$ cat src/source/lcd_pkg.sv
package lcd_pkg;

	// panel option bits, msb first as on the cfg input
	typedef struct packed {
		logic two_lines;	// N bit of function set
		logic font_5x10;	// F bit
		logic display_on;
		logic cursor_on;
		logic blink_on;
		logic increment;	// I/D bit of entry mode
		logic shift;
	} lcd_cfg_t;

	// one bus cycle request
	typedef struct packed {
		logic       rs;
		logic       rw;
		logic [7:0] data;
		logic [8:0] hold_us;	// whole cycle length, from start of setup
	} lcd_cmd_t;

	typedef struct packed {
		logic       e;
		logic       rs;
		logic       rw;
		logic [7:0] data;
	} lcd_pins_t;

	localparam int cnt_w = 16;	// timing counter width

	localparam int power_up_us  = 500;
	localparam int setup_us     = 1;	// address setup before e rises
	localparam int e_high_us    = 13;
	localparam int e_low_us     = 13;
	localparam int host_hold_us = 50;

	// function set, display control, clear, entry mode
	localparam logic [3:0][8:0] init_hold_us = {
		9'd110,
		9'd210,
		9'd60,
		9'd60
	};

endpackage

$ cat src/source/lcd_ctrl_top.sv
`timescale 1ns/1ps

module lcd_ctrl_top
	import lcd_pkg::*;
#(
	parameter int clk_per_us = 35
) (
	input  logic       clk,
	input  logic       arst_n,
	input  lcd_cfg_t   cfg,
	input  logic       req,
	input  logic [9:0] lcd_bus,	// rs, rw, data
	output logic       ack,
	output logic       e,
	output logic       rs,
	output logic       rw,
	output logic [7:0] lcd_data,
	output logic       busy
);

	lcd_cmd_t  init_cmd;
	logic      init_valid;
	logic      init_ready;
	logic      init_done;
	lcd_cmd_t  host_cmd;
	logic      host_valid;
	logic      host_ready;
	lcd_pins_t host_word;
	lcd_pins_t pins;
	logic      active;

	assign host_word = '{
		e:    1'b0,
		rs:   lcd_bus[9],
		rw:   lcd_bus[8],
		data: lcd_bus[7:0]
	};

	lcd_init_seq #(
		.clk_per_us (clk_per_us)
	) u_lcd_init_seq (
		.clk        (clk),
		.arst_n     (arst_n),
		.cfg        (cfg),
		.init_ready (init_ready),
		.init_cmd   (init_cmd),
		.init_valid (init_valid),
		.init_done  (init_done)
	);

	lcd_host_port u_lcd_host_port (
		.clk        (clk),
		.arst_n     (arst_n),
		.req        (req),
		.lcd_bus    (host_word),
		.init_done  (init_done),
		.host_ready (host_ready),
		.ack        (ack),
		.host_cmd   (host_cmd),
		.host_valid (host_valid)
	);

	lcd_cycle_engine #(
		.clk_per_us (clk_per_us)
	) u_lcd_cycle_engine (
		.clk        (clk),
		.arst_n     (arst_n),
		.init_cmd   (init_cmd),
		.init_valid (init_valid),
		.host_cmd   (host_cmd),
		.host_valid (host_valid),
		.init_ready (init_ready),
		.host_ready (host_ready),
		.pins       (pins),
		.active     (active)
	);

	assign e        = pins.e;
	assign rs       = pins.rs;
	assign rw       = pins.rw;
	assign lcd_data = pins.data;

	assign busy = !init_done || active || host_valid;	// idle only after init with nothing queued

endmodule

$ cat src/source/lcd_cycle_engine.sv
`timescale 1ns/1ps

module lcd_cycle_engine
	import lcd_pkg::*;
#(
	parameter int clk_per_us = 35
) (
	input  logic      clk,
	input  logic      arst_n,
	input  lcd_cmd_t  init_cmd,
	input  logic      init_valid,
	input  lcd_cmd_t  host_cmd,
	input  logic      host_valid,
	output logic      init_ready,
	output logic      host_ready,
	output lcd_pins_t pins,
	output logic      active
);

	// counter values, cycle 0 being the acceptance cycle
	localparam int e_rise  = setup_us * clk_per_us + 1;
	localparam int e_fall  = e_rise + e_high_us * clk_per_us;
	localparam int min_end = e_fall + e_low_us * clk_per_us;	// e low phase must fit

	lcd_cmd_t         cmd_q;
	logic             e_q;
	logic [cnt_w-1:0] cnt;
	logic [cnt_w-1:0] hold_cnt;
	logic [cnt_w-1:0] end_cnt;
	logic             take;

	// init always wins, host waits while an init command is offered
	assign init_ready = !active;
	assign host_ready = !active && !init_valid;
	assign take       = (init_valid && init_ready) || (host_valid && host_ready);

	always_comb begin
		hold_cnt = cnt_w'(int'(cmd_q.hold_us) * clk_per_us);
		if (hold_cnt < cnt_w'(min_end)) begin
			end_cnt = cnt_w'(min_end);	// hold shorter than the enable pulse
		end else begin
			end_cnt = hold_cnt;
		end
	end

	always_ff @(posedge clk) begin
		if (take) begin
			cmd_q <= init_valid ? init_cmd : host_cmd;
		end
	end

	always_ff @(posedge clk or negedge arst_n) begin
		if (!arst_n) begin
			active <= 1'b0;
			e_q    <= 1'b0;
			cnt    <= '0;
		end else if (!active) begin
			if (take) begin
				active <= 1'b1;
				cnt    <= cnt_w'(1);	// first driven cycle
			end
		end else begin
			cnt <= cnt + 1'b1;
			if (cnt == cnt_w'(e_rise - 1)) begin
				e_q <= 1'b1;
			end else if (cnt == cnt_w'(e_fall - 1)) begin
				e_q <= 1'b0;
			end
			if (cnt == end_cnt - 1'b1) begin
				active <= 1'b0;	// ready again on the next cycle
			end
		end
	end

	// address and data only while a cycle runs
	assign pins = '{
		e:    e_q,
		rs:   active & cmd_q.rs,
		rw:   active & cmd_q.rw,
		data: active ? cmd_q.data : 8'h00
	};

endmodule

$ cat src/source/lcd_host_port.sv
`timescale 1ns/1ps

module lcd_host_port
	import lcd_pkg::*;
(
	input  logic      clk,
	input  logic      arst_n,
	input  logic      req,
	input  lcd_pins_t lcd_bus,	// e field not used
	input  logic      init_done,
	input  logic      host_ready,
	output logic      ack,
	output lcd_cmd_t  host_cmd,
	output logic      host_valid
);

	typedef enum logic [1:0] {
		st_idle,
		st_pend,	// word captured, waiting for the engine
		st_ack		// ack high until the host drops req
	} state_t;

	state_t    state;
	lcd_pins_t word_q;

	// host holds the bus stable while req is high
	always_ff @(posedge clk) begin
		if (state == st_idle && req) begin
			word_q <= lcd_bus;
		end
	end

	always_ff @(posedge clk or negedge arst_n) begin
		if (!arst_n) begin
			state <= st_idle;
		end else begin
			case (state)
				st_idle: begin
					if (req) begin
						state <= st_pend;
					end
				end
				st_pend: begin
					if (host_valid && host_ready) begin
						state <= st_ack;
					end
				end
				st_ack: begin
					if (!req) begin
						state <= st_idle;
					end
				end
				default: begin
					state <= st_idle;
				end
			endcase
		end
	end

	assign ack        = (state == st_ack);
	assign host_valid = (state == st_pend) && init_done;	// held off until init ends

	assign host_cmd = '{
		rs:      word_q.rs,
		rw:      word_q.rw,
		data:    word_q.data,
		hold_us: 9'(host_hold_us)
	};

endmodule

$ cat src/source/lcd_init_seq.sv
`timescale 1ns/1ps

module lcd_init_seq
	import lcd_pkg::*;
#(
	parameter int clk_per_us = 35
) (
	input  logic     clk,
	input  logic     arst_n,
	input  lcd_cfg_t cfg,
	input  logic     init_ready,
	output lcd_cmd_t init_cmd,
	output logic     init_valid,
	output logic     init_done
);

	localparam int power_cnt = power_up_us * clk_per_us;

	typedef enum logic [1:0] {
		st_power,	// waiting for the panel supply to settle
		st_cmd,		// offering the command of the current step
		st_last,	// entry mode sent, waiting for the engine
		st_done
	} state_t;

	state_t           state;
	logic [cnt_w-1:0] cnt;
	logic [1:0]       step;
	logic [7:0]       cmd_data;

	// command byte of each step, built from the option bits
	always_comb begin
		case (step)
			2'd0: cmd_data = {4'b0011, cfg.two_lines, cfg.font_5x10, 2'b00};
			2'd1: cmd_data = {5'b00001, cfg.display_on, cfg.cursor_on, cfg.blink_on};
			2'd2: cmd_data = 8'b0000_0001;	// clear
			default: cmd_data = {6'b000001, cfg.increment, cfg.shift};
		endcase
	end

	assign init_cmd = '{
		rs:      1'b0,
		rw:      1'b0,
		data:    cmd_data,
		hold_us: init_hold_us[step]
	};

	assign init_valid = (state == st_cmd);
	assign init_done  = (state == st_done);

	always_ff @(posedge clk or negedge arst_n) begin
		if (!arst_n) begin
			state <= st_power;
			cnt   <= '0;
			step  <= '0;
		end else begin
			case (state)
				st_power: begin
					if (cnt == cnt_w'(power_cnt - 1)) begin
						cnt   <= '0;
						state <= st_cmd;
					end else begin
						cnt <= cnt + 1'b1;
					end
				end
				st_cmd: begin
					if (init_ready) begin	// transfer this cycle
						if (step == 2'd3) begin
							state <= st_last;
						end else begin
							step <= step + 1'b1;
						end
					end
				end
				st_last: begin
					// engine is busy right after the transfer, so ready here
					// means the entry mode hold has run out
					if (init_ready) begin
						state <= st_done;
					end
				end
				default: begin
					state <= st_done;
				end
			endcase
		end
	end

endmodule

$ cat config.mk
export PLATFORM = sky130hd
export DESIGN_NAME = lcd_ctrl_top
export DESIGN_NICKNAME = d
export VERILOG_FILES = /design/src/source/lcd_pkg.sv /design/src/source/lcd_ctrl_top.sv /design/src/source/lcd_cycle_engine.sv /design/src/source/lcd_host_port.sv /design/src/source/lcd_init_seq.sv
export SDC_FILE = /design/constraint.sdc
export NUM_CORES = 1
export LEC_CHECK = 0
export BUFFER_PORTS_ARGS = -buffer_cell sky130_fd_sc_hd__buf_2
export CAP_MARGIN = 0
export CORE_AREA = 2 2 87 97
export CTS_BUF_LIST = sky130_fd_sc_hd__clkbuf_16
export CTS_CLUSTER_DIAMETER = 100
export DETAILED_ROUTE_END_ITERATION = 10
export DIE_AREA = 0 0 89 99
export PLACE_DENSITY_LB_ADDON = 0.25
export SLEW_MARGIN = 20
export SYNTH_ARGS = -nofsm -noshare
export SYNTH_HDL_FRONTEND = slang
export SYNTH_SLANG_ARGS = --single-unit
$ cat constraint.sdc
create_clock -name clk -period 14.7 [get_ports clk]
set_input_delay 0 -clock clk [delete_from_list [all_inputs] [get_ports clk]]
set_output_delay 0 -clock clk [all_outputs]
set_load 0.1 [all_outputs]
==> results of run 1 <==
[routing by layer]
| metal | GRT usage | wire [µm] | up-vias |
|---|---|---|---|
| li1 | - | - | 1720 |
| met1 | 0.266 | 3900 | 1579 |
| met2 | 0.347 | 4350 | 48 |
| met3 | 0.0377 | 230 | 15 |
| met4 | 0.0631 | 155 | 0 |
| met5 | 0 | 0 | - |
[power groups by stage]
stage / logic (µW) / registers, µW / clock network, µW
2_1_floorplan: 0.227 / 194 / 0
3_3_place_gp: 4.82 / 194 / 0
3_5_place_dp: 4.90 / 194 / 0
4_1_cts: 7.28 / 191 / 225
5_1_grt: 8.28 / 191 / 232
6_report: 7.13 / 191 / 222
[sequential cells by signal, summed over array words and instances (netlist names)]
| register | count |
|---|---|
| u_lcd_cycle_engine.active | 1 |
| u_lcd_cycle_engine.cmd_q | 16 |
| u_lcd_cycle_engine.cnt | 16 |
| u_lcd_cycle_engine.e_q | 1 |
| u_lcd_host_port.host_cmd | 10 |
| u_lcd_host_port.state | 2 |
| u_lcd_init_seq.cnt | 16 |
| u_lcd_init_seq.state | 2 |
| u_lcd_init_seq.step | 2 |
[tightest hold or removal path, stage by stage]
cell and delay (ns):
buf_2 0.07, a21oi_1 0.06, o21ai_0 0.13
[worst paths after layout]
path	slack (ns)	depth (start not counted)	start	end
max reg2reg	9.09	17	u_lcd_cycle_engine.cmd_q[6]$_SDFFCE_PN0P_	u_lcd_cycle_engine.active$_DFF_PN0_
min	0.05	3	cfg[1]	u_lcd_cycle_engine.cmd_q[10]$_DFFE_PP_
max in group asynchronous	13.84	2	arst_n	u_lcd_init_seq.step[1]$_DFFE_PN0P_
max	9.09	17	u_lcd_cycle_engine.cmd_q[6]$_SDFFCE_PN0P_	u_lcd_cycle_engine.active$_DFF_PN0_
min reg2reg	0.46	1	u_lcd_host_port.state[1]$_DFFE_PN0P_	u_lcd_host_port.state[0]$_DFFE_PN0P_
min in group asynchronous	0.32	2	arst_n	u_lcd_init_seq.cnt[11]$_DFFE_PN0N_
[cells in the mapped netlist (5+ instances only)]
library cell	count
xor2_1	13
nor2b_1	6
nand2_1	67
o31ai_1	6
a31oi_1	5
edfxtp_1	26
nor4_1	8
and3_1	10
nand3_1	15
xnor2_1	20
nor3_1	5
nand2b_1	9
inv_1	17
o21ai_0	44
dfrtp_1	40
a21oi_1	11
ha_1	31
nor2_1	21
clkbuf_1	18
and2_1	17
[metrics by stage]
| step | cells | cell area (µm²) | util | worst slack [ns] |
|---|---|---|---|---|
| 4_1_cts | 609 | 4990 | 0.637 | 9.09 |
| 3_3_place_gp | 581 | 4560 | 0.582 | 9.23 |
| 6_report | 609 | 4990 | 0.637 | 9.09 |
| 3_5_place_dp | 581 | 4560 | 0.582 | 9.13 |
| 5_1_grt | 609 | 4990 | 0.637 | 8.76 |
| 2_1_floorplan | 460 | 4340 | - | 9.59 |
[area by class of cell]
type                            count  area share
Multi-Input combinational cell    355       0.481
Timing Repair Buffer               46      0.0592
Clock inverter                      7      0.0171
Clock buffer                        9      0.0452
Inverter                           18      0.0136
Sequential cell                    66       0.357
Tap cell                          108      0.0271
[repair_timing]
item | 4_1_cts | 5_1_grt
hold buffers | 12 | 0
endpoints found under the hold margin | 52 | 0
gates resized for setup | 0 | 0
[cells by family after synthesis]
logic type,Yosys count,synth area share
DFF,66,0.410
adders and majority gates,33,0.0986
and+or+nand+nor,188,0.230
AOI/OAI and AO/OA,95,0.137
xor gates and xnor gates,35,0.0773
buffers and inverters,39,0.0375
muxes,4,0.00922
==> results.toml, run 1 <==
[critical_path]
worst-path-buf-inv = 0
max_stage_delay_ns = 0.51
path_class = "flip-flop to flip-flop"
worstPathMaxFanout = 9
endpoint_kind = "flip-flop"
critPathMostFrequentCell = "ha_1"
cp_cell_sequence = "ha_1, ha_1, fa_1, ha_1, o21a_1, and4_4, or3_4, nand4bb_1, or2_4, nand2_1, ha_1, or4b_4, or4_4, nor4_1, o21ai_1, a22oi_1, a31oi_1"
worstPathRequired_ns = 14.89
critPathTopFamily = "simple AND/OR/NAND/NOR gates"
startpoint_type = "flip-flop"
cpMaxStageDelayCell = "edfxtp_1"
arrival_ns = 5.80

[clock_tree]
cts_setup_buffers = 0
root_buffer = "clkbuf_16"
clk_latency_ns = 0.32
cts_num_sinks = 66
clk_path_buf_depth = 2
cts_max_level = 3
cts_buffers = 9
cts_tree = "yes"
clkSlewWorstSetupHoldPaths_ns = 0.05

[cells_and_area]
seqCellArea_mm2 = 0.00178
fillCellCount = 666
multi_input_area_mm2 = 0.00240
layout-drive-gt1-share = 0.118
nets = 549
final_common_cell = "nand2_1"
final_cell_mix = "67 x nand2_1, 44 x o21ai_0, 40 x dfrtp_1"
diodes = 0
areaGrowthSynthToFinish_pct = 14.9

[route]
via_per_inst = 5.52
ant_nets = 0
drt-wirelength-per-cell_um = 14.2
drtPass1Iterations = 4
drt_iter0_markers = 191
wl_um = 8640
drc_errors = 0
num_vias = 3362

[timing]
finalCritPeriodShare = 0.382
skew_ns = 0.00579
holdWs_ns = 0.0547
relSlewSlack = 0.274
tightest_slew_ns = 1.08
hold_viol_final = 0
final_max_slew_viol_count = 0
fmax_mhz = 178
fin_tns_setup_ns = 0
setup_viol = 0
grt_setup_unrepaired = "false"
min_period_ns = 5.61

[grt]
grt_pass1_vias = 3217
grt_usage = 0.205
antenna_found_initial = 0
grt_overflow = 0
grt_pass1_wl_um = 14300
grt_max_degree = 44

[synth]
syn_inst = 460
synth_edf_count = 26
ys_ff_latch = 66
yosys.area.top_type_share = 0.231
synth-main-ff-cell = "dfrtp_1"
ys_warn_count = 0
async_flop_share = 0.606
ys_types = 64
synth-seq-area-share = 0.410
synthTopCellsByArea = "dfrtp_1 23%, edfxtp_1 18%, ha_1 8.9%, nand2_1 5.8%, o21ai_0 5.1%"
synth_area_per_cell_um2 = 9.44
syn_nets = 513
synth_area_mm2 = 0.00434
yosysTopAreaCell = "dfrtp_1"

[outcome]
run_status = "completed"

[run]
cap_viol_max_count = 0

[floorplan]
rows = 34
coreArea_mm2 = 0.00783
die_x_um = 89
pin_count = 33
die_area_mm2 = 0.00881
die_h_um = 99
start_util = 0.555

[placement]
place_hpwl_um = 6100
port_buffers = 32
globalplace.congestion = 0.864

[pwr]
clkPwrFrac = 0.528
intPower_uw = 342
pwr-share-comb = 0.017
power.switching_uw = 78.4
power_uw = 420
p_per_area_mw_per_mm2 = 84.2
seqPwrFrac = 0.455
p_sw_frac = 0.187
p_leak_uw = 0.00211
vdd_drop_max_mv = 0.129

[hold_path]
worstHoldPathType = "input pin to flip-flop"
(Power assumes the default switching activity.)
==> run 2: changes to the inputs <==
ABC_AREA = 1   (was not set)
CORE_AREA = 2 2 88 98   (was 2 2 87 97)
DIE_AREA = 0 0 90 100   (was 0 0 89 99)
clock period = 5.7 ns   (was 14.7 ns; I/O delays follow)
==> results.toml, run 2 <==
[outcome]
run_status = "completed"

[placement]
port_buffers = 32
place_hpwl_um = 7170
globalplace.congestion = 0.871

[timing]
grt_setup_unrepaired = "false"
tightest_slew_ns = 0.986
min_period_ns = 4.55
hold_viol_final = 0
relSlewSlack = 0.340
skew_ns = 0.00592
finalCritPeriodShare = 0.799
fmax_mhz = 220
final_max_slew_viol_count = 0
fin_tns_setup_ns = 0
setup_viol = 0
holdWs_ns = 0.0294

[clock_tree]
clkSlewWorstSetupHoldPaths_ns = 0.06
clk_path_buf_depth = 2
root_buffer = "clkbuf_16"
cts_num_sinks = 66
ctsHoldBuffers = 12
cts_setup_buffers = 0
clk_latency_ns = 0.33
ctsResizeCount = 0
cts_tree = "yes"
cts_max_level = 3
cts_buffers = 9

[route]
via_per_inst = 5.21
drt-wirelength-per-cell_um = 13.1
drt_iter0_markers = 179
drc_errors = 0
ant_nets = 0
drtPass1Iterations = 6
wl_um = 9900
num_vias = 3940

[cells_and_area]
fillCellCount = 738
final_cell_mix = "129 x nand2_1, 116 x inv_1, 56 x nand3_1"
seqCellArea_mm2 = 0.00178
nets = 693
final_common_cell = "nand2_1"
reg.largest.list = "u_lcd_cycle_engine.cmd_q x16, u_lcd_cycle_engine.cnt x16, u_lcd_init_seq.cnt x16"
diodes = 0
layout-drive-gt1-share = 0.0899
areaGrowthSynthToFinish_pct = 15.6
multi_input_area_mm2 = 0.00219

[critical_path]
worstPathRequired_ns = 5.92
cpMaxStageDelayCell = "edfxtp_1"
startpoint_type = "flip-flop"
critPathTopFamily = "simple AND/OR/NAND/NOR gates"
arrival_ns = 4.78
critPathMostFrequentCell = "nand2_1"
path_class = "flip-flop to flip-flop"
endpoint_kind = "flip-flop"
worst-path-buf-inv = 2
worstPathMaxFanout = 14
max_stage_delay_ns = 0.49

[synth]
syn_nets = 645
synth_simple_gate_area_frac = 0.278
yosys.area.top_type_share = 0.225
synth_compound_area_frac = 0.0866
synth_most_common_cell = "nand2_1"
ys_types = 36
synth-xor-area-share = 0.0315
yosysTopAreaCell = "dfrtp_1"
ys_ff_latch = 66
synth.mux.area_fraction = 0
synth_area_mm2 = 0.00445
ys_top_cells_by_count = "129 x nand2_1, 116 x inv_1, 56 x nand3_1"
synthAdderAreaFrac = 0.0961
async_flop_share = 0.606
synth_area_per_cell_um2 = 7.52
synth-seq-area-share = 0.400
synth_top_family_by_area = "simple AND/OR/NAND/NOR gates"
synthTopCellsByArea = "dfrtp_1 22%, edfxtp_1 18%, nand2_1 11%, inv_1 9.8%, ha_1 8.7%"
ys_warn_count = 0
synth-main-ff-cell = "dfrtp_1"
syn_inst = 592
synth_edf_count = 26

[pwr]
p_leak_uw = 0.00252
p_per_area_mw_per_mm2 = 209
vdd_drop_max_mv = 0.215

[floorplan]
die_h_um = 100
die_area_mm2 = 0.00900
die_x_um = 90
coreArea_mm2 = 0.00815
rows = 35
pin_count = 33
start_util = 0.546

[run]
cap_viol_max_count = 0

[grt]
grt_usage = 0.230
grt_max_degree = 41
antenna_found_initial = 0
grt_pass1_vias = 3828
grt_overflow = 0
grt_pass1_wl_um = 16800

[hold_path]
worstHoldPathType = "input pin to flip-flop"
run 2: changes by cell type in the layout (fill, tap and decap cells not counted), sizes merged, moves of 8 or more:
cell and delta:
a21oi +10, and2 -17, and3 -10, inv +98, nand2 +65, nand2b -8
nand3 +42, nand4 +11, nor2 +37, o21ai -12, xnor2 -19
run 2: power by group:
| group | switching [µW] | total (µW) | leakage (µW) | internal, µW |
|---|---|---|---|---|
| clock | 212 | 553 | 0.000142 | 341 |
| sequential | 0.999 | 498 | 0.000777 | 497 |
| combinational | 12.3 | 23.9 | 0.00160 | 11.6 |
run 2: metrics by stage:
stage | utilization | setup WS, ns | area, µm² | power, µW | std cells
after floorplan | - | 1.70 | 4450 | 511 | 592
after global placement | 0.579 | 1.34 | 4720 | 524 | 728
after detailed placement | 0.579 | 1.14 | 4720 | 524 | 728
after CTS | 0.632 | 1.13 | 5140 | 1080 | 756
after global routing | 0.632 | 0.709 | 5140 | 1100 | 756
final | 0.632 | 1.15 | 5140 | 1080 | 756
run 2: area by class of cell:
type | instances | area share
Multi-Input combinational cell | 401 | 0.426
Sequential cell | 66 | 0.346
Inverter | 117 | 0.0854
Timing Repair Buffer | 45 | 0.0559
Clock buffer | 9 | 0.0438
Tap cell | 111 | 0.0270
Clock inverter | 7 | 0.0156
run 2: worst register-to-register path, cell delays in order, from the launching register on:
cell	delay, ns
edfxtp_1	0.49
ha_1	0.34
ha_1	0.31
fa_1	0.49
ha_1	0.38
nand2_1	0.12
nand3_1	0.12
nand2_1	0.10
nand2_1	0.06
nand2_1	0.09
nand2_2	0.07
nor2_2	0.14
nand3_2	0.25
nand2_1	0.21
inv_1	0.08
ha_1	0.30
nand2_1	0.07
nand3_1	0.06
nor3_1	0.15
o21ai_0	0.10
nor2_1	0.10
nand2_1	0.05
nor2_1	0.08
nand2_1	0.05
nor2_1	0.08
nand3_1	0.07
nand2_1	0.06
inv_1	0.06
run 2: logic make-up after synthesis:
kind of cell | Yosys count
xor+xnor | 16
flops | 66
compound gates | 69
buf+inv | 125
simple gates | 283
fa+ha+maj | 33
run 2: layer usage:
metal  vias up  global-route usage  wire [µm]
met3         8              0.0248        322
met4         0              0.0888         98
li1       2011                   -          -
met2        88               0.428       5130
met5         -                   0          0
met1      1833               0.275       4350
run 2: worst paths after layout:
kind	from	end	slack, ns	cells after the start
setup / recovery	u_lcd_cycle_engine.cmd_q[6]$_SDFFCE_PN0P_	u_lcd_cycle_engine.active$_DFF_PN0_	1.15	27
hold / removal	cfg[0]	u_lcd_cycle_engine.cmd_q[9]$_DFFE_PP_	0.03	3
setup reg to reg	u_lcd_cycle_engine.cmd_q[6]$_SDFFCE_PN0P_	u_lcd_cycle_engine.active$_DFF_PN0_	1.15	27
hold reg to reg	u_lcd_init_seq.cnt[11]$_DFFE_PN0N_	u_lcd_init_seq.cnt[11]$_DFFE_PN0N_	0.47	1
max in group asynchronous	arst_n	u_lcd_cycle_engine.cnt[14]$_DFFE_PN0P_	4.82	2
min in group asynchronous	arst_n	u_lcd_cycle_engine.cnt[5]$_DFFE_PN0P_	0.33	2
==> run 3: changes to the inputs <==
clock period = 4.4 ns   (was 5.7 ns; I/O delays follow)
==> results.toml, run 3 (synthesized netlist as in run 2, its figures left out) <==
[outcome]
run_status = "completed"

[timing]
relSlewSlack = 0.364
final_max_slew_viol_count = 0
setup_viol = 0
fmax_mhz = 245
finalCritPeriodShare = 0.927
tightest_slew_ns = 0.951
fin_ws_ns = 0.322
min_period_ns = 4.08
hold_viol_final = 0
skew_ns = 0.00407

[pwr]
seqPwrFrac = 0.469
p_per_area_mw_per_mm2 = 263
pwr-share-comb = 0.022
vdd_drop_max_mv = 0.273
p_leak_uw = 0.00256
power.switching_uw = 280
intPower_uw = 1100
clkPwrFrac = 0.509
p_sw_frac = 0.204

[clock_tree]
clkSlewWorstSetupHoldPaths_ns = 0.06
cts_num_sinks = 66
cts_tree = "yes"
clk_latency_ns = 0.33
root_buffer = "clkbuf_16"
cts_buffers = 9
cts_max_level = 3
clk_path_buf_depth = 2

[critical_path]
arrival_ns = 4.30
worstPathMaxFanout = 5
endpoint_kind = "flip-flop"
rr_worst_depth = 27
startpoint_type = "flip-flop"
path_class = "flip-flop to flip-flop"
worstPathRequired_ns = 4.62

[cells_and_area]
layout-drive-gt1-share = 0.107
seqCellArea_mm2 = 0.00178
final_common_cell = "nand2_1"
final_cell_mix = "127 x nand2_1, 116 x inv_1, 56 x nand3_1"
fillCellCount = 712
nets = 700
instances_no_fill = 763
reg.largest.list = "u_lcd_cycle_engine.cmd_q x16, u_lcd_cycle_engine.cnt x16, u_lcd_init_seq.cnt x16"
diodes = 0
areaGrowthSynthToFinish_pct = 17.5
multi_input_area_mm2 = 0.00223

[grt]
grt_usage = 0.232
antenna_found_initial = 0
grt_util_met2 = 0.433
top_usage_layer = "met2"
grt_overflow = 0
grt_max_degree = 41
grt_pass1_wl_um = 17000
grt_use_met1 = 0.268
grt_pass1_vias = 3938
grtUsageMet3 = 0.0248

[floorplan]
rows = 35
die_x_um = 90
start_util = 0.546
die_h_um = 100
coreArea_mm2 = 0.00815
die_area_mm2 = 0.00900
pin_count = 33

[route]
drt_iter0_markers = 249
drtPass1Iterations = 5
drt-wirelength-per-cell_um = 12.9
drc_errors = 0
num_vias = 3947
wl_um = 9840
via_per_inst = 5.17
ant_nets = 0

[placement]
placed_cells = 732
globalplace.congestion = 0.948
port_buffers = 32
place_hpwl_um = 7180
dp_slack_ns = 0.179

[run]
cap_viol_max_count = 0

[hold_path]
holdPathStages = 3
worstHoldPathType = "input pin to flip-flop"
[run 3: layout make-up]
type,count,share of cell area
Clock inverter,7,0.0134
Multi-Input combinational cell,401,0.427
Sequential cell,66,0.341
Inverter,117,0.0840
Tap cell,111,0.0266
Timing Repair Buffer,52,0.0651
Clock buffer,9,0.0431
[run 3: worst paths after layout]
kind	startpoint	to	slack [ns]
max in group asynchronous	arst_n	u_lcd_cycle_engine.cnt[8]$_DFFE_PN0P_	3.54
max	u_lcd_cycle_engine.cmd_q[6]$_SDFFCE_PN0P_	u_lcd_cycle_engine.active$_DFF_PN0_	0.32
min	cfg[0]	u_lcd_cycle_engine.cmd_q[9]$_DFFE_PP_	0.04
min in group asynchronous	arst_n	u_lcd_cycle_engine.cnt[5]$_DFFE_PN0P_	0.32
max reg2reg	u_lcd_cycle_engine.cmd_q[6]$_SDFFCE_PN0P_	u_lcd_cycle_engine.active$_DFF_PN0_	0.32
min reg2reg	u_lcd_init_seq.cnt[11]$_DFFE_PN0N_	u_lcd_init_seq.cnt[11]$_DFFE_PN0N_	0.47
[run 3: stage by stage]
stage          utilization  hold WS [ns]   TNS, ns  total power [µW]  cell area [µm²]
3_3_place_gp         0.583         0.171         0               679             4750
3_5_place_dp         0.583         0.171         0               680             4750
2_1_floorplan            -        -0.296         0               662             4450
4_1_cts              0.634        0.0383         0              1380             5160
6_report             0.642        0.0416         0              1380             5230
5_1_grt              0.642        0.0581  -0.00798              1410             5230
[run 3: power by group through the flow]
stage	clock [µW]	combinational (µW)	sequential [µW]
after CTS	705	31.5	645
after global placement	0	22.5	656
after global routing	731	35.2	645
after detailed placement	0	23.4	656
final	700	30.8	645
after floorplan	0	6.12	656
[run 3: what timing repair did]
| action | in CTS | in global routing |
|---|---|---|
| buffers inserted | 0 | 3 |
| gates resized for setup | 0 | 8 |
| endpoints found under the setup margin | 0 | 1 |
| hold buffers | 12 | 0 |
| hold endpoints to repair | 52 | 0 |
[run 3: metal layers]
layer	vias up	part of all wire
met5	-	0
met4	0	0.020
met3	18	0.030
met2	72	0.52
met1	1824	0.43
li1	2033	-
[run 3: worst max-delay path, stage by stage, from the launching register on]
cell and delay (ns):
edfxtp_1 0.42, ha_1 0.32, ha_1 0.29, fa_1 0.56, ha_4 0.24, nand2_1 0.08
nand3_1 0.12, nand2_1 0.10, nand2_1 0.05, nand2_1 0.09, nand2_2 0.08, nor2_4 0.13
nand3_4 0.09, nand2_2 0.09, inv_1 0.06, ha_1 0.30, nand2_1 0.07, nand3_1 0.08
nor3_2 0.15, o21ai_0 0.09, nor2_1 0.09, nand2_1 0.06, nor2_1 0.08, nand2_1 0.06
nor2_1 0.08, nand3_1 0.07, nand2_1 0.06, inv_1 0.05
